**src/memTypesPkg.sv**
```systemverilog
package memTypesPkg;

  // byte address into the 256 KiB space
  typedef logic [17:0] addrT;

  // instruction or load/store data word
  typedef logic [31:0] wordT;

  // one RAM data unit, the RAM is byte wide
  typedef logic [7:0] byteT;

  // byte count of one transfer
  // legal values are 1, 2 and 4
  typedef logic [2:0] lenT;

  // cache tag, address bits 17:9
  typedef logic [8:0] tagT;

  // cache index, address bits 8:2
  typedef logic [6:0] indexT;

  // 512 bytes of cache, one word per line
  localparam int cacheLines = 128;

  // address bits 17:16 of the I/O window
  // never cached
  localparam logic [1:0] ioRegion = 2'd3;

  // an instruction fetch always reads a full word
  localparam lenT wordLen = 3'd4;

endpackage

```
**src/memCtrlPkg.sv**
```systemverilog
package memCtrlPkg;
  import memTypesPkg::*;

  // owner of a transfer
  typedef enum logic {
    instPort,
    lsPort
  } portT;

  // byte sequencer FSM
  typedef enum logic {
    seqIdle,
    seqBusy
  } seqStateT;

  // one queued or running request, 54 bits
  // fetches are reads with len = wordLen
  typedef struct packed {
    logic write;
    addrT addr;
    lenT  len;
    wordT wdata;
  } memReqT;

  // drive toward the RAM, 27 bits
  // address is registered by the RAM at the rising edge
  typedef struct packed {
    logic we;
    addrT addr;
    byteT wdata;
  } ramBusT;

endpackage

```
**src/memArbiter.sv**
```systemverilog
module memArbiter import memTypesPkg::*, memCtrlPkg::*; (
  input  logic   clk,
  input  logic   rst,
  input  logic   flush,
  input  logic   memFetchEn,
  input  addrT   memFetchAddr,
  input  logic   lsEn,
  input  memReqT lsReq,
  input  logic   finish,
  output logic   start,
  output memReqT curReq,
  output portT   curPort
);

  // one waiting slot per port
  memReqT instPend;
  memReqT lsPend;
  logic   instValid;
  logic   lsValid;

  // a transfer is running on the RAM
  logic active;

  memReqT fetchReq;
  logic   free;
  logic   takeLsSlot;
  logic   takeInstSlot;
  logic   takeLsNew;
  logic   takeInstNew;
  logic   issue;

  // a fetch is a plain word read
  assign fetchReq = '{write: 1'b0, addr: memFetchAddr, len: wordLen, wdata: '0};

  // idle, or the running transfer ends this cycle
  assign free = !active || finish;

  // ls slot, inst slot, then new ls, then new fetch
  always_comb begin
    takeLsSlot   = free && lsValid;
    takeInstSlot = free && !lsValid && instValid;
    takeLsNew    = free && !lsValid && !instValid && lsEn;
    takeInstNew  = free && !lsValid && !instValid && !lsEn && memFetchEn;
    issue        = takeLsSlot || takeInstSlot || takeLsNew || takeInstNew;
  end

  always_ff @(posedge clk) begin
    if (rst || flush) begin
      active    <= 1'b0;
      start     <= 1'b0;
      instValid <= 1'b0;
      lsValid   <= 1'b0;
    end else begin
      // start is a one-cycle strobe
      start <= issue;
      if (issue) begin
        active <= 1'b1;
      end else if (finish) begin
        active <= 1'b0;
      end
      // a strobe that is not served at once waits in its slot
      lsValid   <= (lsValid && !takeLsSlot) || (lsEn && !takeLsNew);
      instValid <= (instValid && !takeInstSlot) || (memFetchEn && !takeInstNew);
    end
  end

  always_ff @(posedge clk) begin
    if (lsEn) begin
      lsPend <= lsReq;
    end
    if (memFetchEn) begin
      instPend <= fetchReq;
    end
    if (takeLsSlot) begin
      curReq  <= lsPend;
      curPort <= lsPort;
    end else if (takeInstSlot) begin
      curReq  <= instPend;
      curPort <= instPort;
    end else if (takeLsNew) begin
      curReq  <= lsReq;
      curPort <= lsPort;
    end else if (takeInstNew) begin
      curReq  <= fetchReq;
      curPort <= instPort;
    end
  end

endmodule

```
**config.mk**
```make
export PLATFORM = sky130hd
export DESIGN_NAME = memArbiter
export DESIGN_NICKNAME = d
export VERILOG_FILES = /design/src/memTypesPkg.sv /design/src/memCtrlPkg.sv /design/src/memArbiter.sv
export SDC_FILE = /design/constraint.sdc
export NUM_CORES = 1
export LEC_CHECK = 0
export BUFFER_PORTS_ARGS = -buffer_cell sky130_fd_sc_hd__buf_4
export CORE_MARGIN = 8
export CORE_UTILIZATION = 25
export CTS_CLUSTER_SIZE = 24
export DETAILED_ROUTE_END_ITERATION = 10
export GPL_ROUTABILITY_DRIVEN = 0
export GPL_TIMING_DRIVEN = 0
export PLACE_DENSITY = 0.53
export SLEW_MARGIN = 20
export SYNTH_ARGS = -nofsm -noshare
export SYNTH_HDL_FRONTEND = slang
export SYNTH_SLANG_ARGS = --single-unit
```
**constraint.sdc**
```tcl
create_clock -name clk -period 5.65 [get_ports clk]
set_input_delay 1.13 -clock clk [delete_from_list [all_inputs] [get_ports clk]]
set_output_delay 1.13 -clock clk [all_outputs]
set_load 0.005 [all_outputs]
```
==> reports/metrics.cfg, run 1 <==
[sta]
tightest_slew_ns=0.814
fin_crit_ns=2.77
finalHoldViolCount=0
setup_viol=0
relSlewSlack_pct=45.7
finalClockSkew_ns=0.0108
post-route-period-util_pct=49.0
slew_violations=0
rsz0062_at_grt=false
max_freq_ghz=0.361

[cells_and_area]
diodes=0
post-route-util_pct=34.9
fillerInstances=1939
drive_above_1_share_pct=38.6
syn_to_final_growth_pct=38.8
layout.nets=536
stdcell_count=741

[detailed_routing]
met2WireLength_mm=6.60
ant_nets=0
vias_per_cell=4.42
top_layer=met4
num_vias=3276
wl_met3_um=929
first_pass_iters=4
route.detailed.drc=0
routed_wl_mm=13.7
drt_iter0_markers=175
wl_per_cell_um=18.4
wl_met1_mm=5.98

[logic_synthesis]
yosysUniqueCellTypes=26
netlist_top_cells_count=edfxtp_1 (126), a22o_1 (35), o21ai_0 (21)
yosys.area_share.simple_pct=5.78
synth_area_um2=5020
yosys_warnings=0
synth.top_cell.area_share_pct=75.4
synthXorXnorAreaFrac_pct=0
synth_seq_area_share_pct=77.3
synth_area_leaders=edfxtp_1 (75%), a22o_1 (6.1%), a221oi_1 (3.1%)
synth_top_flop_cell=edfxtp_1
avgSynthCellArea_um2=16.5
synth_fa_ha_area_share_pct=0
synth_cells=304
syn_nets=382
yosys.area.top_type=edfxtp_1
synth_edf_count=126
synth_compound_area_share_pct=14.2
synth_top_family_by_area=compound AO/OA/AOI/OAI gates
synth_most_common_cell=edfxtp_1
synthMuxAreaShare_pct=0
synth-seq-cells=131
async_flop_share_pct=0

[status]
status=completed

[floorplanning]
die_x_um=158
num_io_pins=134
initial_core_util_pct=25.1
die_y_um=158
core_area_um2=20000
rows=52
fp.dieArea_um2=24900

[power]
peakVddDrop_mv=0.188
finalPower_mw=2.46
powerDensity_nw_per_um2=352
cellLeakagePower_nw=2.77

[worst_setup_path]
crit_path_end_kind=flip-flop
ff2ff_path_depth=5
r2r_end=curReq[27]
critPathArrivalTime_ns=2.88
critPathKind=input pin to flip-flop
cp-start-kind=input pin
r2r_slack_ns=3.54
rr_startpoint=active
cp_max_fo=60
crit_required_ns=5.76

[placed_design]
dp_cells=709
dp_hpwl_mm=9.69
numPortBuffers=133

[hold_path]
hold_path.class=flip-flop to flip-flop
hold_path_end=curPort
hold_depth=2
hold_start=curPort

[global_route]
grt_pass1_wl_mm=20.7
grt_pass1_vias=3500
antenna_found_initial=0
grtUsageTotal_pct=11.2
grt_max_degree=61
gr-total-overflow=0

[clocking]
cts_hold_buf=0
cts_tree=done
htree_levels=4
cts-buffers-inserted=17
clockBufferDepth=2
cts_setup_buffers=0
cts_resized=0
clk_latency_ns=0.41
clock_sinks=131
cts.clk_slew.worst_paths_ns=0.05
cts-root-buf=clkbuf_16

[flow_run]
maxCapViolCount=0

-- critical path, stage by stage --
cell and delay [ns]:
buf_4 0.61, nor4_1 0.25, nor2_4 0.61, buf_16 0.25
-- power breakdown --
| part | switching [mW] | internal (mW) | leakage, nW |
|---|---|---|---|
| Sequential | 0.0242 | 1.17 | 1.31 |
| Combinational | 0.113 | 0.128 | 1.19 |
| Clock | 0.385 | 0.638 | 0.262 |
| Total | 0.522 | 1.93 | 2.77 |
-- stage by stage --
stage          hold slack (ns)  setup TNS (ns)  cell area [um2]  setup WS (ns)
2_1_floorplan            0.456               0             5020           1.38
6_report                 0.485               0             6970           2.88
5_1_grt                  0.518               0             6970           2.66
3_3_place_gp             0.467          -30.07             6360         -0.561
3_5_place_dp             0.461               0             6420           2.36
4_1_cts                  0.475               0             6970           2.81
-- cells in the final DEF (no fill, tap or decap), types with 3 or more instances in the layout --
cell / count
a221oi_1: 18
a22o_1: 35
buf_2: 12
buf_4: 134
buf_6: 3
clkbuf_1: 8
clkbuf_16: 17
clkinv_1: 4
clkinv_2: 4
clkinvlp_4: 3
dfxtp_1: 5
edfxtp_1: 126
nand2_1: 19
nand2b_1: 19
nor2_1: 3
nor4_1: 3
o21ai_0: 21
o22ai_1: 18
-- cell type report --
cell class	count	area, um2	area share [%]
multi-input cells	148	1010	14.5
well taps	270	338	4.85
repair buffers	135	1050	15.1
clock inverters	13	118	1.69
clock buffers	19	433	6.21
inverters	2	7.51	0.108
flip-flops and latches	131	3880	55.7
plain buffers	23	129	1.85
-- registers in the layout (all words and copies together) (netlist names) --
name,cells
curPort,1
start,1
instPend,18
curReq,54
instValid,1
active,1
lsPend,54
lsValid,1
-- worst max path at each step --
| stage | startpoint | end | depth (start not counted) |
|---|---|---|---|
| finish | lsEn | curReq[27] | 4 |
| CTS | lsEn | curReq[34] | 5 |
| global placement | lsEn | curReq[32] | 3 |
| global route | lsEn | curReq[34] | 5 |
| detailed placement | lsEn | curReq[34] | 5 |
| floorplan | finish | curReq[0] | 4 |
-- cells by family (layout without fill, tap and decap cells) --
logic type             after synthesis  in the layout
AO/OA/AOI/OAI                       96             96
buffers and inverters               25            192
flip-flops                         131            131
AND/OR/NAND/NOR                     52             52
-- metal layers --
metal,up-vias,GRT usage (%)
met5,-,0
met3,10,3.79
met2,108,18.4
met4,0,4.03
met1,1613,13.3
li1,1545,-
Power figures use the tool's default switching activity.
==> inputs of run 2 (changes only) <==
- clock period: 5.65 -> 2.6 ns (I/O delays scaled with it)
==> run 2 against run 1 <==
Compared with the run above: global-route usage increased by 0.21 points; clock-buffer cell count is the same; combinational power is 120% higher; critical path depth is 1 higher; flip-flop and latch count unchanged; die area unchanged; non-clock buffer count did not move; register-to-register slack got worse by 3.0 ns; core utilization about the same; clock skew fell by 0.0018 ns; clock power up 120%; via count increased by 5.1%; largest power group unchanged; highest routed layer unchanged.
==> reports/metrics.cfg, run 2 (same netlist as run 1, synthesis figures left out) <==
[placed_design]
dp_hpwl_mm=9.61  ; -0.90%
dp_cells=709  ; unchanged
numPortBuffers=133  ; unchanged
dp_worst_setup_slack_ns=-0.0988  ; -2.46 ns

[clocking]
clock_sinks=131  ; unchanged
cts-root-buf=clkbuf_16
cts_setup_buffers=0  ; unchanged
cts_hold_buf=0  ; unchanged
cts.clk_slew.worst_paths_ns=0.06  ; about the same
clockBufferDepth=2  ; unchanged
cts_resized=0  ; unchanged
cts_tree=done
clk_latency_ns=0.40  ; about the same
cts-buffers-inserted=17  ; unchanged
htree_levels=4  ; unchanged

[floorplanning]
fp.dieArea_um2=24900  ; unchanged
rows=52  ; unchanged
die_y_um=158  ; unchanged
core_area_um2=20000  ; unchanged
initial_core_util_pct=25.1  ; unchanged
die_x_um=158  ; unchanged
num_io_pins=134  ; unchanged

[global_route]
grt_pass1_wl_mm=21.2  ; +2.7%
gr-total-overflow=0  ; unchanged
grt_max_degree=61  ; unchanged
grtUsageTotal_pct=11.4  ; +0.21 points
antenna_found_initial=0  ; unchanged
grt_pass1_vias=3657  ; +4.5%

[sta]
slew_violations=0  ; unchanged
fin_crit_ns=2.20
rsz0062_at_grt=false
finalHoldViolCount=0  ; unchanged
hold_ws_ns=0.299  ; -0.186 ns
relSlewSlack_pct=42.7  ; -3.0 points
post-route-period-util_pct=84.4
finalClockSkew_ns=0.00900  ; -0.00180 ns
setup_slack_ns=0.405  ; -2.47 ns
setup_viol=0  ; unchanged
tightest_slew_ns=0.859  ; +0.0450 ns
max_freq_ghz=0.456
timing.setup.tns_ns=0  ; unchanged

[worst_setup_path]
crit_chain=buf_4, nor2b_2, nor3b_4, buf_6, a22oi_1
crit_required_ns=2.74  ; -3.02 ns
cp_top_family=buffers and inverters
cp.buffers_inverters=2  ; unchanged
cp-start-kind=input pin
critPathMaxStageDelay_ns=0.63  ; +0.02 ns
cp_max_fo=60  ; unchanged
critPathArrivalTime_ns=2.34  ; -0.54 ns
crit_slowest_cell=buf_4
crit_path_end_kind=flip-flop
critPathKind=input pin to flip-flop

[detailed_routing]
top_layer=met4
wl_met1_mm=6.15  ; +2.8%
wl_per_cell_um=18.9  ; +2.4%
route.detailed.drc=0  ; unchanged
ant_nets=0  ; unchanged
drt_iter0_markers=160  ; -8.6%
vias_per_cell=4.65  ; +5.3%
routed_wl_mm=14.0  ; +2.2%
first_pass_iters=5  ; +1
wl_met3_mm=1.07  ; +15%
num_vias=3444  ; +5.1%
met2WireLength_mm=6.52  ; -1.2%

[hold_path]
hold_path.class=input pin to flip-flop

[power]
cellLeakagePower_nw=2.77  ; +0.11%
finalPower_mw=5.35  ; +120%
powerDensity_nw_per_um2=769  ; +120%
peakVddDrop_mv=0.351  ; +87%

[cells_and_area]
stdcell_count=740  ; -0.13%
layout.nets=536  ; unchanged
final_common_cell=buf_4
diodes=0  ; unchanged
layout_common_cells=buf_4 (134), edfxtp_1 (126), a22o_1 (35)
top_regs=curReq x54, lsPend x54, instPend x18
drive_above_1_share_pct=38.7  ; +0.082 points
syn_to_final_growth_pct=38.6
fillerInstances=1956  ; +0.88%

[flow_run]
maxCapViolCount=0  ; unchanged

[status]
status=completed

## run 2: path summary, 6_finish.rpt
| kind | from | to | slack [ns] | depth (start not counted) |
|---|---|---|---|---|
| setup / recovery | lsEn | curReq[34] | 0.40 | 5 |
| hold reg to reg | curPort | curPort | 0.49 | 2 |
| setup reg to reg | lsValid | curReq[26] | 0.54 | 5 |
| hold / removal | memFetchAddr[16] | instPend[51] | 0.30 | 1 |
## run 2: area by class of cell
cell class	count	area [um2]	share of cell area, %
clock inverters	12	116	1.67
well taps	270	338	4.85
multi-input cells	148	1010	14.5
inverters	2	7.51	0.108
repair buffers	135	1050	15.0
flip-flops and latches	131	3880	55.8
plain buffers	23	129	1.85
clock buffers	19	433	6.22
## run 2: worst register-to-register path: stages, from the launching register on
cell,delay [ns]
dfxtp_1,0.30
buf_2,0.22
buf_2,0.30
nor4_1,0.14
nor2_4,0.51
buf_12,0.27
## run 2: power breakdown
part	internal (mW)	leakage, nW	switching (mW)
clock network	1.39	0.269	0.847
registers	2.54	1.31	0.0535
logic	0.276	1.19	0.247
total	4.20	2.77	1.15
## run 2: metal layers
layer	vias to the layer above	global-route usage, %
met5	-	0
met4	0	4.03
met3	16	4.20
met2	145	18.1
met1	1733	14.0
li1	1550	-
## run 2: through the flow
stage	utilization (%)	area (um2)
after detailed placement	32.1	6410
after global routing	34.9	6960
after CTS	34.9	6960
after floorplan	-	5030
after global placement	31.9	6360
final	34.9	6960
