File: config.mk
export PLATFORM = sky130hd
export DESIGN_NAME = resultAssembler
export DESIGN_NICKNAME = d
export VERILOG_FILES = /design/src/memTypesPkg.sv /design/src/memCtrlPkg.sv /design/src/resultAssembler.sv
export SDC_FILE = /design/constraint.sdc
export NUM_CORES = 1
export LEC_CHECK = 0
export ABC_AREA = 1
export BUFFER_PORTS_ARGS = -buffer_cell sky130_fd_sc_hd__buf_2
export CORE_MARGIN = 2
export CORE_UTILIZATION = 44
export DETAILED_ROUTE_END_ITERATION = 12
export PLACE_DENSITY = 0.85
export SYNTH_ARGS = -nofsm -noshare
export SYNTH_HDL_FRONTEND = slang
export SYNTH_SLANG_ARGS = --single-unit
File: constraint.sdc
create_clock -name clk -period 1.96 [get_ports clk]
set_input_delay 0.196 -clock clk [delete_from_list [all_inputs] [get_ports clk]]
set_output_delay 0.196 -clock clk [all_outputs]
set_load 0.005 [all_outputs]
File: src/memTypesPkg.sv
package memTypesPkg;

  // byte address into the 256 KiB space
  typedef logic [17:0] addrT;

  // instruction or load/store data word
  typedef logic [31:0] wordT;

  // one RAM data unit, the RAM is byte wide
  typedef logic [7:0] byteT;

  // byte count of one transfer
  // legal values are 1, 2 and 4
  typedef logic [2:0] lenT;

  // cache tag, address bits 17:9
  typedef logic [8:0] tagT;

  // cache index, address bits 8:2
  typedef logic [6:0] indexT;

  // 512 bytes of cache, one word per line
  localparam int cacheLines = 128;

  // address bits 17:16 of the I/O window
  // never cached
  localparam logic [1:0] ioRegion = 2'd3;

  // an instruction fetch always reads a full word
  localparam lenT wordLen = 3'd4;

endpackage

File: src/memCtrlPkg.sv
package memCtrlPkg;
  import memTypesPkg::*;

  // owner of a transfer
  typedef enum logic {
    instPort,
    lsPort
  } portT;

  // byte sequencer FSM
  typedef enum logic {
    seqIdle,
    seqBusy
  } seqStateT;

  // one queued or running request, 54 bits
  // fetches are reads with len = wordLen
  typedef struct packed {
    logic write;
    addrT addr;
    lenT  len;
    wordT wdata;
  } memReqT;

  // drive toward the RAM, 27 bits
  // address is registered by the RAM at the rising edge
  typedef struct packed {
    logic we;
    addrT addr;
    byteT wdata;
  } ramBusT;

endpackage

File: src/resultAssembler.sv
module resultAssembler import memTypesPkg::*, memCtrlPkg::*; (
  input  logic       clk,
  input  logic       rst,
  input  logic       start,
  input  memReqT     curReq,
  input  portT       curPort,
  input  byteT       ramData,
  input  logic       capEn,
  input  logic [1:0] capIdx,
  input  logic       finish,
  output logic       instOutEn,
  output wordT       instWord,
  output addrT       fillAddr,
  output logic       lsDone,
  output wordT       ldData
);

  // owner of the transfer under build
  portT port;

  // little-endian word, upper lanes stay zero on short loads
  wordT buildWord;
  wordT mergeWord;

  // last byte is folded in on the fly
  always_comb begin
    mergeWord = buildWord;
    if (capEn) begin
      mergeWord[{capIdx, 3'b000} +: 8] = ramData;
    end
  end

  always_ff @(posedge clk) begin
    if (rst) begin
      port      <= instPort;
      instOutEn <= 1'b0;
      lsDone    <= 1'b0;
    end else begin
      if (start) begin
        port <= curPort;
      end
      instOutEn <= finish && (port == instPort);
      lsDone    <= finish && (port == lsPort);
    end
  end

  always_ff @(posedge clk) begin
    if (start) begin
      buildWord <= '0;
      // refill address for the cache
      if (curPort == instPort) begin
        fillAddr <= curReq.addr;
      end
    end else begin
      buildWord <= mergeWord;
    end
    // result held until the next transfer of the same port
    if (finish) begin
      if (port == instPort) begin
        instWord <= mergeWord;
      end else begin
        ldData <= mergeWord;
      end
    end
  end

endmodule
==> summary.md, run 1 <==
| Metric | Value |
|---|---|
| Post-synthesis adder-cell area fraction | `0.0153` |
| Yosys warns | `0` |
| PortBufs | `117` |
| Die area | `10,100 sq um` |
| Crit-path max cell delay | `0.39 ns` |
| Vias in the first global route | `2,961` |
| Top cells by count, synth | `84 x nand2_1, 82 x edfxtp_1, 52 x nor2_1, 35 x dfxtp_1, 24 x a21oi_1` |
| CP top delay family | `flip-flops` |
| Worst Setup SP | `instWord[28]` |
| CP required | `1.76 ns` |
| Max-slew violation count | `0` |
| Final setup fails | `0` |
| Maximum vdd drop | `0.590 mV` |
| P&R area growth vs syn | `37.0%` |
| Register area share after synthesis | `0.775` |
| Remaining DRCs | `0` |
| First-pass GRT wire length | `14,100 um` |
| Largest net degree at the start of global routing | `34` |
| Top_reg_cell synth | `edfxtp_1` |
| RSZ-0062 raised after global routing | `no` |
| Number of flops mapped to enable cells by yosys | `82` |
| CTS sink count | `117` |
| Die X | `100 um` |
| TritonCTS clock tree | `yes` |
| Crit-path cells | `buf_2` |
| Fin crit share | `0.636` |
| Final Skew | `0.0127 ns` |
| Dpl cells | `558` |
| CP max-delay cell | `edfxtp_1` |
| Area of the core | `9110 sq um` |
| Total of max-cap violations | `0` |
| TritonCTS buffer count | `17` |
| Final cell count without fillers | `611` |
| Min Tclk post-route | `1.25 ns` |
| Syn Inst Count | `330` |
| Critical path type | `reg2out` |
| PD cells | `1060 nW/um^2` |
| Final hold violations | `0` |
| Reg clk slew, reported paths | `0.06 ns` |
| Detailed Place HPWL | `5940 um` |
| CP bufs+invs | `1` |
| Area occupied by multi-input gates | `798 sq um` |
| Largest family of logic cells by synthesized area | `simple AND/OR/NAND/NOR gates` |
| Total design power | `5.92 mW` |
| Complex-gate fraction of the synthesized area | `0.0294` |
| Post-synth cell types | `17` |
| Cell area after synthesis | `4080 sq um` |
| Simple-Gate Fraction of Synth Area | `0.150` |
| Final setup TNS | `0 ns` |
| Proportion of synthesized area in mux cells | `0` |
| GPL Wtd Cong | `0.857` |
| GRT Residual Overflow | `0` |
| Worst setup EP type | `output pin` |
| Hold endpoint | `fillAddr[16]` |
| Vias per std cell | `4.80` |
| CP startpoint kind | `flip-flop` |
| Total Nets Final | `562` |
| CP arrival | `1.05 ns` |
| Leak | `2.54 nW` |
| Clock H-tree levels | `4` |
| Status | `complete, no violations` |
| Via count | `2,931` |
| Type of the worst min-delay path | `in2reg` |
| Slew @ Worst Pin | `0.400 ns` |
| CTS max path bufs | `2` |
| Antenna violations before repair | `0` |
| Reg2reg setup slack | `0.75 ns` |
| Worst Hold Launch | `curPort` |
| Initial drt markers | `175` |
| Layout cell share with drive strength beyond 1 | `0.326` |
| Antenna Nets Post-Route | `0` |
| Fmax | `0.802 GHz` |
| Mean area per synthesized cell | `12.4 sq um` |
| FF-to-FF Start | `port` |
| Yosys reg bits | `117` |
| Hold depth | `2` |
| Area leader, netlist | `edfxtp_1` |
| I/O pin total | `154` |
| RR Endpoint | `ldData[16]` |
| Cts repair resizes | `0` |
| Final WL | `9150 um` |
| Slew HR | `0.733` |
| # fillers | `674` |
| Top-count cell post-synth | `nand2_1` |
| Drt first pass iters | `4` |
| Largest cells by area after synthesis | `edfxtp_1 60%, dfxtp_1 17%, nand2_1 7.7%` |
| Root buf cell | `clkbuf_8` |
| Starting Density | `0.448` |
| Xor-xnor portion of the synthesized cell area | `0` |
| N_diodes | `0` |
| GRT Util Overall | `0.188` |
| Ys async rst share | `0` |
| R2R depth | `3` |
| Post-synth net total | `405` |
| Clock latency on the worst-skew pair | `0.51 ns` |
| Reg area | `3160 sq um` |
| Crit-path max FO | `1` |
| Row count | `35` |
| Avg WL per Cell | `15.0 um` |
| Yosys top cell area share | `0.603` |
| Vert. Die Dim | `100 um` |
==> layout make-up <==
cell class,instances,share of cell area
clock buffers,17,0.0740
clock inverters,15,0.0262
inverters,25,0.0168
multi-input cells,182,0.143
flip-flops and latches,117,0.565
well taps,111,0.0248
repair buffers,144,0.150
==> cells in the final DEF, fill, tap and decap left out, drive strengths merged <==
cell type	instances
buf	123
nand2	87
edfxtp	82
nor2	55
dfxtp	35
inv	29
a21oi	24
dlygate4sd3	21
clkbuf	17
nand3	9
clkinv	9
ha	5
nor3	2
clkinvlp	1
bufinv	1
==> routing by layer <==
| layer | GRT usage | wire (um) | share of wire | up-vias |
|---|---|---|---|---|
| li1 | - | - | - | 1418 |
| met5 | 0 | 0 | 0 | - |
| met1 | 0.197 | 3550 | 0.39 | 1370 |
| met2 | 0.335 | 4700 | 0.51 | 122 |
| met3 | 0.0780 | 701 | 0.077 | 21 |
| met4 | 0.0738 | 199 | 0.022 | 0 |
==> how the worst max path moves through the flow <==
stage,to,cells past startpoint
6_report,instWord[28],1
2_1_floorplan,fillAddr[0],3
4_1_cts,ldData[26],1
3_3_place_gp,instWord[15],8
3_5_place_dp,ldData[13],8
5_1_grt,instWord[29],8
==> sequential cells by signal, indices dropped and copies added, names as in the netlist <==
signal     cells
fillAddr      18
ldData        32
port           1
buildWord     32
instWord      32
instOutEn      1
lsDone         1
==> power breakdown <==
part	switching, mW	internal [mW]
logic	0.182	0.128
registers	0.0223	2.72
clock network	1.15	1.71
total	1.36	4.56
==> metrics by stage <==
stage | setup WS [ns] | area, sq um | hold slack (ns) | utilization
floorplan | 0.314 | 4090 | 0.268 | -
global placement | 0.325 | 4820 | 0.373 | 0.530
detailed placement | 0.270 | 4820 | 0.374 | 0.530
CTS | 0.708 | 5600 | 0.0140 | 0.614
global route | 0.655 | 5600 | 0.0324 | 0.614
finish | 0.713 | 5600 | 0.0407 | 0.614
==> cell families (layout without fill, tap and decap cells) <==
| group | Yosys count | after routing |
|---|---|---|
| DFF | 117 | 117 |
| buffers and inverters | 31 | 201 |
| adders and majority gates | 5 | 5 |
| and+or+nand+nor | 153 | 153 |
| AOI/OAI and AO/OA | 24 | 24 |
==> repair_timing <==
item | CTS | global route
buffers inserted | 0 | 0
endpoints found under the hold margin | 21 | 0
hold buffers | 21 | 0
Note: power is estimated with default switching activity, not from simulation.
==> inputs of run 2 (changes only) <==
Settings changed: CORE_UTILIZATION 44 to 48, PLACE_DENSITY 0.85 to 0.87.
Clock period 1.96 ns to 1.3 ns, I/O delays scaled along.
==> run 2 against run 1 <==
Sequential share of layout area down 1.8 points. Critical path depth rose by 2. Design area rose by 3.2%. Clock skew down 0.0050 ns. Combinational power rose by 66%. Critical endpoint is now lsDone. Sequential power increased by 51%.
==> summary.md, run 2 (synthesis results as in run 1) <==
| Metric | Value |
|---|---|
| Total Nets Final | `575 (was 562)` |
| Maximum vdd drop | `1.22 mV (was 0.590 mV)` |
| Layout cell share with drive strength beyond 1 | `0.339 (was 0.326)` |
| Top Registers | `buildWord x32, instWord x32, ldData x32 (unchanged)` |
| Leak | `2.62 nW (was 2.54 nW)` |
| # fillers | `580 (was 674)` |
| GRT Residual Overflow | `0 (unchanged)` |
| CP startpoint kind | `flip-flop (unchanged)` |
| TritonCTS buffer count | `17 (unchanged)` |
| Area of the core | `8220 sq um (was 9110 sq um)` |
| Max-slew violation count | `0 (unchanged)` |
| Reg clk slew, reported paths | `0.05 ns (was 0.06 ns)` |
| Reg area | `3160 sq um (about the same)` |
| Antenna Nets Post-Route | `0 (unchanged)` |
| Fmax | `0.784 GHz` |
| First-pass GRT wire length | `14,500 um (was 14,100 um)` |
| Drt first pass iters | `4 (unchanged)` |
| CTS max path bufs | `2 (unchanged)` |
| WHS | `0.0325 ns (was 0.0407 ns)` |
| Fin crit share | `0.981` |
| Status | `complete, no violations (unchanged)` |
| GPL Wtd Cong | `0.904 (was 0.857)` |
| Die area | `9260 sq um (was 10,100 sq um)` |
| CP arrival | `1.72 ns (was 1.05 ns)` |
| Switch share | `0.200 (was 0.230)` |
| RSZ-0062 raised after global routing | `no (unchanged)` |
| Worst path depth | `3 (was 1)` |
| R2R depth | `3 (unchanged)` |
| TritonCTS clock tree | `yes (unchanged)` |
| Detailed Place HPWL | `6190 um (was 5940 um)` |
| Seq pwr share | `0.452 (was 0.464)` |
| Critical path endpoint | `lsDone (was instWord[28])` |
| I/O pin total | `154 (unchanged)` |
| Combinational power share | `0.056 (was 0.052)` |
| RR Endpoint | `lsDone (was ldData[16])` |
| Reg2reg setup slack | `0.03 ns (was 0.75 ns)` |
| Clk pwr share | `0.493 (was 0.484)` |
| Crit-path max cell delay | `0.55 ns (was 0.39 ns)` |
| Area occupied by multi-input gates | `806 sq um (was 798 sq um)` |
| Worst Setup SP | `port (was instWord[28])` |
| Slew @ Worst Pin | `0.354 ns (was 0.400 ns)` |
| Clock latency on the worst-skew pair | `0.51 ns (about the same)` |
| CP top delay family | `buffers and inverters (was flip-flops)` |
| Final WL | `9300 um (was 9150 um)` |
| Slew HR | `0.764 (was 0.733)` |
| Total design power | `9.18 mW (was 5.92 mW)` |
| Post-CTS setup buffer count | `0 (unchanged)` |
| Root buf cell | `clkbuf_8 (unchanged)` |
| Commonest non-fill, non-tap cell in the layout | `buf_2 (unchanged)` |
| Antenna violations before repair | `0 (unchanged)` |
| Crit-path cells | `nand2_1 -> nor2_1 -> dlygate4sd3_1 (was buf_2)` |
| Cell internal pwr | `7.34 mW (was 4.56 mW)` |
| P&R area growth vs syn | `41.5% (was 37.0%)` |
| Min Tclk post-route | `1.27 ns` |
| Net switching power | `1.84 mW (was 1.36 mW)` |
| Initial drt markers | `222 (was 175)` |
| Remaining DRCs | `0 (unchanged)` |
| Avg WL per Cell | `15.1 um (was 15.0 um)` |
| CP required | `1.74 ns (was 1.76 ns)` |
| Final Skew | `0.00766 ns (was 0.0127 ns)` |
| Crit-path max FO | `4 (was 1)` |
| Clock H-tree levels | `4 (unchanged)` |
| Vert. Die Dim | `96.2 um (was 100 um)` |
| Worst setup EP type | `flip-flop (was output pin)` |
| Final hold violations | `0 (unchanged)` |
| Vias per std cell | `4.82 (was 4.80)` |
| Vias in the first global route | `2,969 (was 2,961)` |
| Total of max-cap violations | `0 (unchanged)` |
| Row count | `33 (was 35)` |
| PortBufs | `117 (unchanged)` |
| Final setup TNS | `0 ns (unchanged)` |
| Most frequent cells in the layout | `117 x buf_2, 84 x nand2_1, 82 x edfxtp_1 (unchanged)` |
| Largest net degree at the start of global routing | `34 (unchanged)` |
| Final setup fails | `0 (unchanged)` |
| GRT Util Overall | `0.216 (was 0.188)` |
| Final WS setup | `0.0253 ns (was 0.713 ns)` |
| CTS sink count | `117 (unchanged)` |
| FF-to-FF Start | `port (unchanged)` |
| Type of the worst min-delay path | `in2reg (unchanged)` |
| Pre-CTS setup slack | `-0.168 ns (was 0.270 ns)` |
| Via count | `2,979 (was 2,931)` |
| Starting Density | `0.497 (was 0.448)` |
| Die X | `96.2 um (was 100 um)` |
| Critical path type | `reg2reg (was reg2out)` |
| N_diodes | `0 (unchanged)` |
| PD cells | `1590 nW/um^2 (was 1060 nW/um^2)` |
| Hold depth | `5 (was 2)` |
| CP max-delay cell | `dlygate4sd3_1 (was edfxtp_1)` |
| CP bufs+invs | `1 (unchanged)` |
## run 2: timing repair
| action | in CTS | in global routing |
|---|---|---|
| endpoints found under the hold margin | 21 | 0 |
| endpoints found under the setup margin | 0 | 12 |
| resized for setup | 0 | 1 |
| hold buffers | 23 | 0 |
## run 2: tightest hold or removal path: cells and delay by family
family | cells | cell delay [ns]
simple gates | 4 | 0.27
buf+inv | 1 | 0.10
## run 2: through the flow
stage / util / instance area [sq um] / cells
after global placement: 0.604 / 4960 / 563
final: 0.703 / 5780 / 618
after global routing: 0.703 / 5780 / 618
after detailed placement: 0.604 / 4960 / 563
after CTS: 0.703 / 5780 / 618
after floorplan: - / 4100 / 330
## run 2: power groups by stage
stage | Combinational, mW | Sequential, mW | Clock [mW]
finish | 0.513 | 4.15 | 4.52
global route | 0.566 | 4.16 | 4.79
CTS | 0.508 | 4.14 | 4.58
detailed placement | 0.451 | 4.22 | 0
global placement | 0.434 | 4.21 | 0
floorplan | 0.166 | 4.23 | 0
## run 2: worst min-delay path by stage
stage	from	to	slack [ns]
after CTS	ramData[4]	buildWord[4]	0.02
final	ramData[4]	buildWord[4]	0.03
after global placement	curReq[49]	fillAddr[14]	0.31
after global routing	ramData[4]	buildWord[4]	0.07
after detailed placement	curReq[45]	fillAddr[10]	0.31
after floorplan	rst	lsDone	0.20
## run 2: final cells by class
cell class | instances | area share
Clock buffer | 22 | 0.0784
Timing Repair Buffer | 157 | 0.172
Sequential cell | 117 | 0.548
Clock inverter | 10 | 0.0227
Tap cell | 105 | 0.0227
Inverter | 25 | 0.0169
Multi-Input combinational cell | 182 | 0.139
## run 2: per-layer routing
metal / wire length, um / up-vias / global-route usage
met4: 205 / 0 / 0.0738
li1: - / 1438 / -
met1: 3700 / 1396 / 0.246
met2: 4640 / 125 / 0.373
met3: 760 / 20 / 0.0783
met5: 0 / - / 0
