## config.mk

```make
export PLATFORM = sky130hd
export DESIGN_NAME = byteSequencer
export DESIGN_NICKNAME = d
export VERILOG_FILES = /design/src/memTypesPkg.sv /design/src/memCtrlPkg.sv /design/src/byteSequencer.sv
export SDC_FILE = /design/constraint.sdc
export NUM_CORES = 1
export LEC_CHECK = 0
export BUFFER_PORTS_ARGS = -buffer_cell sky130_fd_sc_hd__buf_2
export CAP_MARGIN = 20
export CORE_MARGIN = 1.5
export CORE_UTILIZATION = 30
export CTS_CLUSTER_SIZE = 8
export DETAILED_ROUTE_END_ITERATION = 6
export HOLD_SLACK_MARGIN = 0.15
export PLACE_DENSITY = 0.52
export SLEW_MARGIN = 20
export SYNTH_ARGS = -nofsm -noshare
export SYNTH_HDL_FRONTEND = slang
export SYNTH_SLANG_ARGS = --single-unit
```

## constraint.sdc

```tcl
create_clock -name clk -period 4.25 [get_ports clk]
set_input_delay 0.85 -clock clk [delete_from_list [all_inputs] [get_ports clk]]
set_output_delay 0.85 -clock clk [all_outputs]
set_load 0.02 [all_outputs]
```

## src/memTypesPkg.sv

```systemverilog
package memTypesPkg;

  // byte address into the 256 KiB space
  typedef logic [17:0] addrT;

  // instruction or load/store data word
  typedef logic [31:0] wordT;

  // one RAM data unit, the RAM is byte wide
  typedef logic [7:0] byteT;

  // byte count of one transfer
  // legal values are 1, 2 and 4
  typedef logic [2:0] lenT;

  // cache tag, address bits 17:9
  typedef logic [8:0] tagT;

  // cache index, address bits 8:2
  typedef logic [6:0] indexT;

  // 512 bytes of cache, one word per line
  localparam int cacheLines = 128;

  // address bits 17:16 of the I/O window
  // never cached
  localparam logic [1:0] ioRegion = 2'd3;

  // an instruction fetch always reads a full word
  localparam lenT wordLen = 3'd4;

endpackage

```

## src/memCtrlPkg.sv

```systemverilog
package memCtrlPkg;
  import memTypesPkg::*;

  // owner of a transfer
  typedef enum logic {
    instPort,
    lsPort
  } portT;

  // byte sequencer FSM
  typedef enum logic {
    seqIdle,
    seqBusy
  } seqStateT;

  // one queued or running request, 54 bits
  // fetches are reads with len = wordLen
  typedef struct packed {
    logic write;
    addrT addr;
    lenT  len;
    wordT wdata;
  } memReqT;

  // drive toward the RAM, 27 bits
  // address is registered by the RAM at the rising edge
  typedef struct packed {
    logic we;
    addrT addr;
    byteT wdata;
  } ramBusT;

endpackage

```

## src/byteSequencer.sv

```systemverilog
module byteSequencer import memTypesPkg::*, memCtrlPkg::*; (
  input  logic       clk,
  input  logic       rst,
  input  logic       flush,
  input  logic       start,
  input  memReqT     curReq,
  output ramBusT     ramOut,
  output logic       capEn,
  output logic [1:0] capIdx,
  output logic       finish
);

  seqStateT state;

  // request being stepped, latched on start
  memReqT req;

  // bytes already put on the bus, 1 to len while busy
  lenT stage;
  lenT prevStage;

  assign prevStage = stage - 3'd1;

  // byte 0 goes out straight from curReq in the start cycle
  // later bytes come from the latched copy
  always_comb begin
    if (state == seqIdle) begin
      ramOut.we    = start && curReq.write;
      ramOut.addr  = curReq.addr;
      ramOut.wdata = curReq.wdata[7:0];
    end else begin
      ramOut.we    = req.write && (stage != req.len);
      ramOut.addr  = req.addr + addrT'(stage);
      ramOut.wdata = req.wdata[{stage[1:0], 3'b000} +: 8];
    end
  end

  // read data lags the address by one cycle
  assign capEn  = (state == seqBusy) && !req.write;
  assign capIdx = prevStage[1:0];

  // last byte arrives, a flush cancels the done
  assign finish = (state == seqBusy) && (stage == req.len) && !flush;

  always_ff @(posedge clk) begin
    if (rst || flush) begin
      state <= seqIdle;
      stage <= '0;
    end else begin
      case (state)
        seqIdle: begin
          if (start) begin
            state <= seqBusy;
            stage <= 3'd1;
          end
        end
        seqBusy: begin
          if (finish) begin
            state <= seqIdle;
          end else begin
            stage <= stage + 3'd1;
          end
        end
        default: state <= seqIdle;
      endcase
    end
  end

  always_ff @(posedge clk) begin
    if (start) begin
      req <= curReq;
    end
  end

endmodule

```

==> results of run 1 <==
==> synth_stat cells, drive strengths merged (4+ instances only) <==
cell type   n  area [um2]
xnor2       4       35.03
a31oi       5       31.28
nand2      12       45.04
nand3       8       45.04
edfxtp     54        1622
or3         4       25.02
nor2       15       56.30
dfxtp       4       80.08
ha          4       50.05
o21ai       5       25.02
mux2       11       123.9
mux4        8       180.2
inv         5       18.77
clkbuf      6       22.52
a21oi      12       71.32
xor2        7       61.31
==> per-layer routing <==
layer	wire length [um]	vias to the layer above	global-route usage
met5	0	-	0
met4	51	0	0.03359
met3	526	9	0.06616
met2	2881	77	0.1968
met1	2714	913	0.1488
li1	-	982	-
==> worst min-delay path: stages (launching register included) <==
cell     delay (ps)
dfxtp_1         350
nand2_1          70
a31oi_1          70
==> state kept, by name, indices dropped and copies added (netlist names) <==
name,flops
req,54
stage,3
state,1
==> area by class of cell <==
type,count,area (um2),share of cell area
inverters,6,22.52,0.006254
flip-flops and latches,58,1703,0.4729
well taps,111,138.9,0.03857
clock inverters,6,81.33,0.02259
clock buffers,10,127.6,0.03544
multi-input cells,132,1065,0.2957
repair buffers,91,462.9,0.1286
==> per-stage QoR <==
| stage | worst slack, ps | cell area [um2] | utilization | hold slack, ps |
|---|---|---|---|---|
| 2_1_floorplan | 972.5 | 2816 | - | 498.3 |
| 3_3_place_gp | 1252 | 3392 | 0.3706 | 525.9 |
| 3_5_place_dp | 1205 | 3392 | 0.3706 | 536.8 |
| 4_1_cts | 824.9 | 3601 | 0.3934 | 546.4 |
| 5_1_grt | 667.1 | 3601 | 0.3934 | 578.1 |
| 6_report | 856.5 | 3601 | 0.3934 | 543.7 |
==> power by group <==
part	leakage, nW	switching [mW]	internal (mW)	total (mW)
clock network	0.105	0.217	0.326	0.543
registers	0.561	0.0278	0.673	0.700
logic	0.713	0.0922	0.0767	0.169
total	1.38	0.337	1.08	1.41
==> final timing paths <==
kind	end	slack, ps	cells past startpoint
setup / recovery	ramOut[24]	860	8
hold / removal	stage[2]	540	2
setup reg to reg	stage[2]	2180	3
hold reg to reg	stage[2]	540	2
==> cell families after synthesis <==
family	synth area share
and+or+nand+nor	0.1044
xor gates and xnor gates	0.03421
adders and majority gates	0.02488
AOI/OAI and AO/OA	0.09596
DFF	0.6042
muxes	0.1186
buffers and inverters	0.01777
==> results.ini, run 1 <==
[outcome]
outcome = finished, final reports clean

[drt]
drtIter0Drc = 82
wl_per_cell_um = 14.91
vias_per_cell = 4.785
routed-via-count = 1981
route.detailed.drc = 0
wirelength_mm = 6.173
antenna_left = 0
firstDrtPassIters = 4

[worst_setup_path]
cp-end-kind = output port
slowest_delay_ps = 450
crit_family = simple AND/OR/NAND/NOR gates
worstSetupPathType = flop to output port
cp_slowest_cell = or4_1
crit_path_cell_trace = ha_1, inv_1, fa_1, and2b_2, o21ai_0, or4_1, a31oi_1, buf_2
cp_data_required_time_ps = 3400
worstReg2RegStart = state
cp_max_fo = 5
startpoint = stage[0]
cp.arrival_ps = 2540
startpoint_type = flop
path_buf_inv = 2

[logic_synthesis]
synth_cells = 203
ys.flop_type = edfxtp_1
synthArstFlopShare = 0
synth_area_mm2 = 0.002816
ys_warn_count = 0
ys_ff_latch = 58
seq_area_frac_synth = 0.6042
synth_cell_types = 45
syn_area_per_cell_um2 = 13.87
synth_nets = 266
synth-edff-count = 54

[layout]
layout_commonest_cell = buf_2
drive_gt1_frac = 0.4290
layout.cells.most_common_list = 88 x buf_2, 54 x edfxtp_1, 15 x nor2_1
syn_to_final_growth_pct = 27.85
nets = 361
nFillCells = 896
antennaDiodeCount = 0
layout.cells.non_filler = 414

[timing]
finalMaxSlewViolations = 0
max_slew_margin = 0.4168
min_period_ps = 3394
rsz0062_at_grt = no
fin_tns_setup_ps = 0
fmax_ghz = 0.2947
period_share = 0.7985
fin_skew_ps = 5.779
tightest_slew_ps = 874.7
hold_violations = 0
finalSetupViolations = 0

[floorplan]
io_pins = 89
dieArea_mm2 = 0.009978
initial_core_util = 0.3077
rows = 35
die_h_um = 99.89
die_x_um = 99.89
design.core.area_mm2 = 0.009153

[grt]
grt_pass1_vias = 1929
grt_max_degree = 48
antenna_found_initial = 0
grt_pass1_wl_mm = 9.259
track_usage = 0.1245
overflow = 0

[clocking]
cts-root-buf = clkbuf_8
clock_path_buffers = 2
ctsResizeCount = 0
clock_latency_ps = 330
ctsHoldBuffers = 0
post_cts_buffers = 0
path_clk_slew_ps = 70
h-tree-depth = 3
cts_tree = built
clkSinkCount = 58
cts_buffers = 9

[pwr]
ir_drop_mv = 0.2014
p_per_area_mw_per_mm2 = 392.2
p_leak_nw = 1.380
total_power_mw = 1.412

[job]
cap_viol_max_count = 0

[hold_path]
hold_class = flop to flop
worstHoldStart = stage[2]

[placement]
hpwl_mm = 4.413
finalWeightedCongestion = 0.7319
portBuffers = 88
dp.cells = 398

Note: power is estimated with default switching activity, not from simulation.
==> run 2: changes to the inputs <==
--- a/config.mk
+++ b/config.mk
@@ -12,7 +12,7 @@
 export CTS_CLUSTER_SIZE = 8
 export DETAILED_ROUTE_END_ITERATION = 6
 export HOLD_SLACK_MARGIN = 0.15
-export PLACE_DENSITY = 0.52
+export PLACE_DENSITY = 0.54
 export SLEW_MARGIN = 20
 export SYNTH_ARGS = -nofsm -noshare
 export SYNTH_HDL_FRONTEND = slang
==> constraint.sdc (replaced) <==
create_clock -name clk -period 2.8 [get_ports clk]
set_input_delay 0.56 -clock clk [delete_from_list [all_inputs] [get_ports clk]]
set_output_delay 0.56 -clock clk [all_outputs]
set_load 0.02 [all_outputs]
==> run 2 against run 1 <==
Compared with the run above: the flow now finishes with violations (setup timing); clock skew rose by 2.1 ps; via count rose by 4.9%; first-iteration DRC count fell by 39%; wire length rose by 5.5%; cell area rose by 8.3%; sequential power rose by 51%; sequential cell count did not move; worst setup slack got worse by 880 ps; sequential share of layout area fell by 3.6 points; hold slack got worse by 150 ps; register-to-register slack got worse by 1100 ps; largest cell class unchanged; highest routed layer unchanged.
==> results.ini, run 2 (synthesized netlist as in run 1, its figures left out) <==
[timing]
worst_slack_ps = -24.72  ; -881.2 ps
rsz0062_at_grt = yes
fmax_ghz = 0.3540
period_share = 1.009
fin_skew_ps = 7.877  ; +2.098 ps
finalMaxSlewViolations = 0  ; unchanged
hold_violations = 0  ; unchanged
max_slew_margin = 0.6278  ; +0.2110
tightest_slew_ps = 553.1  ; -321.6 ps
min_period_ps = 2825
finalSetupViolations = 4  ; +4

[job]
cap_viol_max_count = 0  ; unchanged

[worst_setup_path]
cp_max_fo = 3  ; -2
cp-end-kind = output port
startpoint_type = flop
cp_data_required_time_ps = 2240  ; -1160 ps
cp.arrival_ps = 2260  ; -280 ps
worstSetupPathType = flop to output port

[clocking]
h-tree-depth = 3  ; unchanged
clkSinkCount = 58  ; unchanged
clock_path_buffers = 2  ; unchanged
ctsHoldBuffers = 0  ; unchanged
cts_buffers = 9  ; unchanged
clock_latency_ps = 340  ; about the same
cts_tree = built
cts-root-buf = clkbuf_8
path_clk_slew_ps = 80  ; about the same

[floorplan]
die_h_um = 99.89  ; unchanged
die_x_um = 99.89  ; unchanged
initial_core_util = 0.3077  ; unchanged
dieArea_mm2 = 0.009978  ; unchanged
rows = 35  ; unchanged
io_pins = 89  ; unchanged
design.core.area_mm2 = 0.009153  ; unchanged

[layout]
drive_gt1_frac = 0.5127  ; +0.08362
nets = 374  ; +3.6%
largest_reg_flops = 54  ; unchanged
antennaDiodeCount = 0  ; unchanged
final_area_mm2 = 0.003901  ; +8.3%
layout.cells.non_filler = 427  ; +3.1%
layout_commonest_cell = buf_2
nFillCells = 857  ; -4.4%
layout.cells.most_common_list = 79 x buf_2, 54 x edfxtp_1, 18 x buf_4
largest-register = req
syn_to_final_growth_pct = 38.52
top_regs = req: 54 flops, stage: 3 flops, state: 1 flops

[pwr]
swShare = 0.2465  ; +0.008009
power.switching_uw = 576.7  ; +71%
seqPwrFrac = 0.454  ; -0.042
power_frac_comb = 0.127  ; +0.007
p_int_mw = 1.763  ; +64%
p_clk_frac = 0.420  ; +0.035
p_per_area_mw_per_mm2 = 599.7  ; +53%
ir_drop_mv = 0.3387  ; +68%
p_leak_nw = 1.486  ; +7.7%

[drt]
firstDrtPassIters = 4  ; unchanged
wl_per_cell_um = 15.25  ; +2.2%
route.detailed.drc = 0  ; unchanged
routed-via-count = 2079  ; +4.9%
drtIter0Drc = 50  ; -39%
vias_per_cell = 4.869  ; +1.8%
antenna_left = 0  ; unchanged
wirelength_mm = 6.510  ; +5.5%

[grt]
grt_use_met2 = 0.2261  ; +0.02930
grt.busiest_layer = met2
grt_pass1_vias = 2173  ; +13%
track_usage = 0.1363  ; +0.01178
grt_pass1_wl_mm = 10.39  ; +12%
grt_max_degree = 23  ; -52%
overflow = 0  ; unchanged
antenna_found_initial = 0  ; unchanged
globalRouteMet3Util = 0.04875  ; -0.01741
met1_usage = 0.1620  ; +0.01319

[placement]
hpwl_mm = 4.567  ; +3.5%
dpl_worst_slack_ps = 69.78  ; -1135 ps
placed_area_mm2 = 0.003442  ; +1.5%
dp.cells = 403  ; +1.3%
finalWeightedCongestion = 0.7429  ; +1.5%
portBuffers = 88  ; unchanged

[hold_path]
hold_class = input pin to flop

[outcome]
violations = setup timing
outcome = finished with violations

[run 2: cell count changes in the layout (fill, tap and decap cells not counted), moves of 3 or more]
| cell | delta |
|---|---|
| ha_1 | -3 |
| buf_2 | -9 |
| buf_6 | +7 |
| buf_4 | +15 |
| ha_4 | +3 |
[run 2: per-stage QoR]
| step | hold slack (ps) | power [mW] | TNS [ps] | util |
|---|---|---|---|---|
| 2_1_floorplan | 498.3 | 1.221 | 0 | - |
| 3_3_place_gp | 536.0 | 1.344 | 0 | 0.3761 |
| 3_5_place_dp | 546.5 | 1.348 | 0 | 0.3761 |
| 4_1_cts | 363.2 | 2.365 | -431.2 | 0.4165 |
| 5_1_grt | 361.7 | 2.446 | -1084 | 0.4262 |
| 6_report | 391.1 | 2.340 | -50.00 | 0.4262 |
[run 2: final timing paths]
path | from | slack (ps) | cells past startpoint | end
max | req[35] | -20 | 8 | ramOut[24]
min | curReq[20] | 390 | 1 | req[20]
max reg2reg | stage[1] | 1040 | 5 | stage[0]
min reg2reg | stage[2] | 580 | 2 | stage[2]
[run 2: cell type report]
class	instances	area, um2	share of cell area
clock buffers	9	123.9	0.03175
well taps	111	138.9	0.03560
multi-input cells	132	1177	0.3018
clock inverters	7	125.1	0.03207
repair buffers	104	609.3	0.1562
inverters	6	22.52	0.005773
flip-flops and latches	58	1704	0.4368
[run 2: repair_timing]
item                                   in CTS  in global routing
buffers inserted                            5                  3
endpoints found under the hold margin       0                  0
setup endpoints to repair                  10                 10
gates resized for setup                    23                 14
pin swaps                                  12                 12
[run 2: critical path, stage by stage (launching register included)]
cell and delay, ps:
edfxtp_1 380, ha_4 150, inv_2 30, fa_2 320
and2b_2 260, o21ai_2 70, or4_4 430, a31oi_4 150
buf_6 130
[run 2: power groups by stage]
stage          Combinational [mW]  Clock [mW]  Sequential (mW)
2_1_floorplan               0.158           0             1.06
3_3_place_gp                0.267           0             1.08
3_5_place_dp                0.269           0             1.08
4_1_cts                     0.287        1.02             1.06
5_1_grt                     0.323        1.05             1.07
6_report                    0.296       0.982             1.06
[run 2: routing by layer]
layer / routed length (um) / part of all wire
met5: 0 / 0
met4: 81 / 0.012
met3: 473 / 0.073
met2: 3131 / 0.48
met1: 2824 / 0.43
==> run 3: changes to the inputs <==
==> constraint.sdc (replaced) <==
create_clock -name clk -period 2.5 [get_ports clk]
set_input_delay 0.5 -clock clk [delete_from_list [all_inputs] [get_ports clk]]
set_output_delay 0.5 -clock clk [all_outputs]
set_load 0.02 [all_outputs]
==> run 3 against run 2 <==
Compared with the run above: the run still ends with setup timing left; die area unchanged; sequential power increased by 12%; register-to-register slack got worse by 250 ps; sequential share of layout area decreased by 0.18 points; cell area increased by 0.64%; clock power decreased by 15%; sequential cell count unchanged; non-clock buffer count increased by 3; wire length increased by 0.15%; largest power group unchanged.
==> results.ini, run 3 (synthesized netlist as in run 1, its figures left out) <==
[outcome]
outcome = finished with violations
violations = setup timing

[timing]
finalMaxSlewViolations = 0  ; unchanged
tightest_slew_ps = 469.1  ; -84.05 ps
fin_tns_setup_ps = -2262  ; -2212 ps
fin_skew_ps = 4.094  ; -3.783 ps
worst_slack_ps = -275.0  ; -250.3 ps
rsz0062_at_grt = yes
finalSetupViolations = 12  ; +8
period_share = 1.110
fmax_ghz = 0.3604
hold_violations = 0  ; unchanged
min_period_ps = 2775
finalHoldWorstSlack_ps = 341.2  ; -49.88 ps
max_slew_margin = 0.6873  ; +0.05944

[drt]
routed-via-count = 2081  ; +0.096%
antenna_left = 0  ; unchanged
vias_per_cell = 4.840  ; -0.60%
route.detailed.drc = 0  ; unchanged
wirelength_mm = 6.520  ; +0.15%
firstDrtPassIters = 4  ; unchanged
wl_per_cell_um = 15.16  ; -0.55%
drtIter0Drc = 33  ; -34%

[worst_setup_path]
rrSetupSlack_ps = 790  ; -250 ps
worstReg2RegStart = stage[1]
cp-end-kind = output port
reg2reg_to = stage[0]
worstSetupPathType = flop to output port
ff2ff_path_depth = 5  ; unchanged
slowest_delay_ps = 370  ; -60 ps
cp.arrival_ps = 2280  ; +20 ps
cp_slowest_cell = edfxtp_1
crit_path_cell_trace = ha_4, inv_2, fa_2, and2b_2, buf_6, o211ai_1, or3_1, a31oi_1, buf_2
cp_max_fo = 3  ; unchanged
cp_data_required_time_ps = 2000  ; -240 ps
startpoint_type = flop
path_buf_inv = 3  ; +1
crit_family = simple AND/OR/NAND/NOR gates

[layout]
nets = 377  ; +0.80%
antennaDiodeCount = 0  ; unchanged
utilization = 0.4290  ; +0.002735
largest-register = req
largest_reg_flops = 54  ; unchanged
syn_to_final_growth_pct = 39.40
drive_gt1_frac = 0.5172  ; +0.004583
final_area_mm2 = 0.003926  ; +0.64%
layout_commonest_cell = buf_2
layout.cells.most_common_list = 76 x buf_2, 54 x edfxtp_1, 19 x buf_4
top_regs = req: 54 flops, stage: 3 flops, state: 1 flops

[floorplan]
dieArea_mm2 = 0.009978  ; unchanged
die_h_um = 99.89  ; unchanged
rows = 35  ; unchanged
die_x_um = 99.89  ; unchanged
initial_core_util = 0.3077  ; unchanged
design.core.area_mm2 = 0.009153  ; unchanged
io_pins = 89  ; unchanged

[clocking]
clock_path_buffers = 2  ; unchanged
clock_latency_ps = 330  ; about the same
clkSinkCount = 58  ; unchanged
h-tree-depth = 3  ; unchanged
cts_buffers = 9  ; unchanged
cts-root-buf = clkbuf_8
cts_tree = built
path_clk_slew_ps = 70  ; about the same

[grt]
grt_pass1_wl_mm = 10.38  ; -0.13%
antenna_found_initial = 0  ; unchanged
track_usage = 0.1379  ; +0.001575
grt_pass1_vias = 2191  ; +0.83%
grt_max_degree = 56  ; +140%
overflow = 0  ; unchanged

[hold_path]
hold_class = input pin to flop
worstHoldEndpoint = req[20]
worstHoldStart = curReq[20]
hold_depth = 1  ; unchanged

[pwr]
p_per_area_mw_per_mm2 = 601.7  ; +0.34%
p_leak_nw = 1.482  ; -0.28%
ir_drop_mv = 0.3071  ; -9.3%

[placement]
finalWeightedCongestion = 0.7305  ; -1.7%
placed_area_mm2 = 0.003560  ; +3.4%
dpl_worst_slack_ps = -106.3  ; -176.1 ps
portBuffers = 88  ; unchanged
hpwl_mm = 4.531  ; -0.80%

[job]
cap_viol_max_count = 0  ; unchanged

run 3: repair_timing:
action                     CTS  global route
setup endpoints to repair   15            17
setup buffers                3             3
hold buffers                 0             0
gates resized for setup     28            12
pin swaps                   19             7
run 3: worst max-delay path by stage:
stage / start / end / depth (start not counted)
after floorplan: stage[0] / ramOut[22] / 7
after global placement: req[35] / ramOut[22] / 8
after detailed placement: req[35] / ramOut[22] / 8
after CTS: req[35] / ramOut[20] / 9
after global routing: req[35] / ramOut[18] / 9
final: req[35] / ramOut[18] / 9
run 3: power by group:
| part | switching (mW) | total [mW] | leakage (nW) | internal [mW] |
|---|---|---|---|---|
| logic | 0.178 | 0.343 | 0.832 | 0.164 |
| clock network | 0.381 | 0.833 | 0.0874 | 0.452 |
| registers | 0.0445 | 1.19 | 0.563 | 1.14 |
| total | 0.604 | 2.36 | 1.48 | 1.76 |
run 3: final cells by class:
type	instances	area (um2)
Multi-Input combinational cell	132	1205
Inverter	6	22.52
Clock buffer	10	127.6
Sequential cell	58	1708
Tap cell	111	138.9
Clock inverter	6	57.56
Fill cell	882	5226
Timing Repair Buffer	107	666.9
run 3: routing by layer:
metal  share of wire  vias to the layer above  track usage
met5               0                        -            0
met3           0.077                        2      0.05362
li1                -                     1019            -
met4          0.0021                        0      0.04225
met1            0.43                      993       0.1619
met2            0.49                       67       0.2334
run 3: through the flow:
| stage | power (mW) | instances |
|---|---|---|
| 6_report | 2.363 | 430 |
| 3_3_place_gp | 1.518 | 410 |
| 5_1_grt | 2.474 | 430 |
| 2_1_floorplan | 1.374 | 203 |
| 4_1_cts | 2.403 | 428 |
| 3_5_place_dp | 1.522 | 410 |
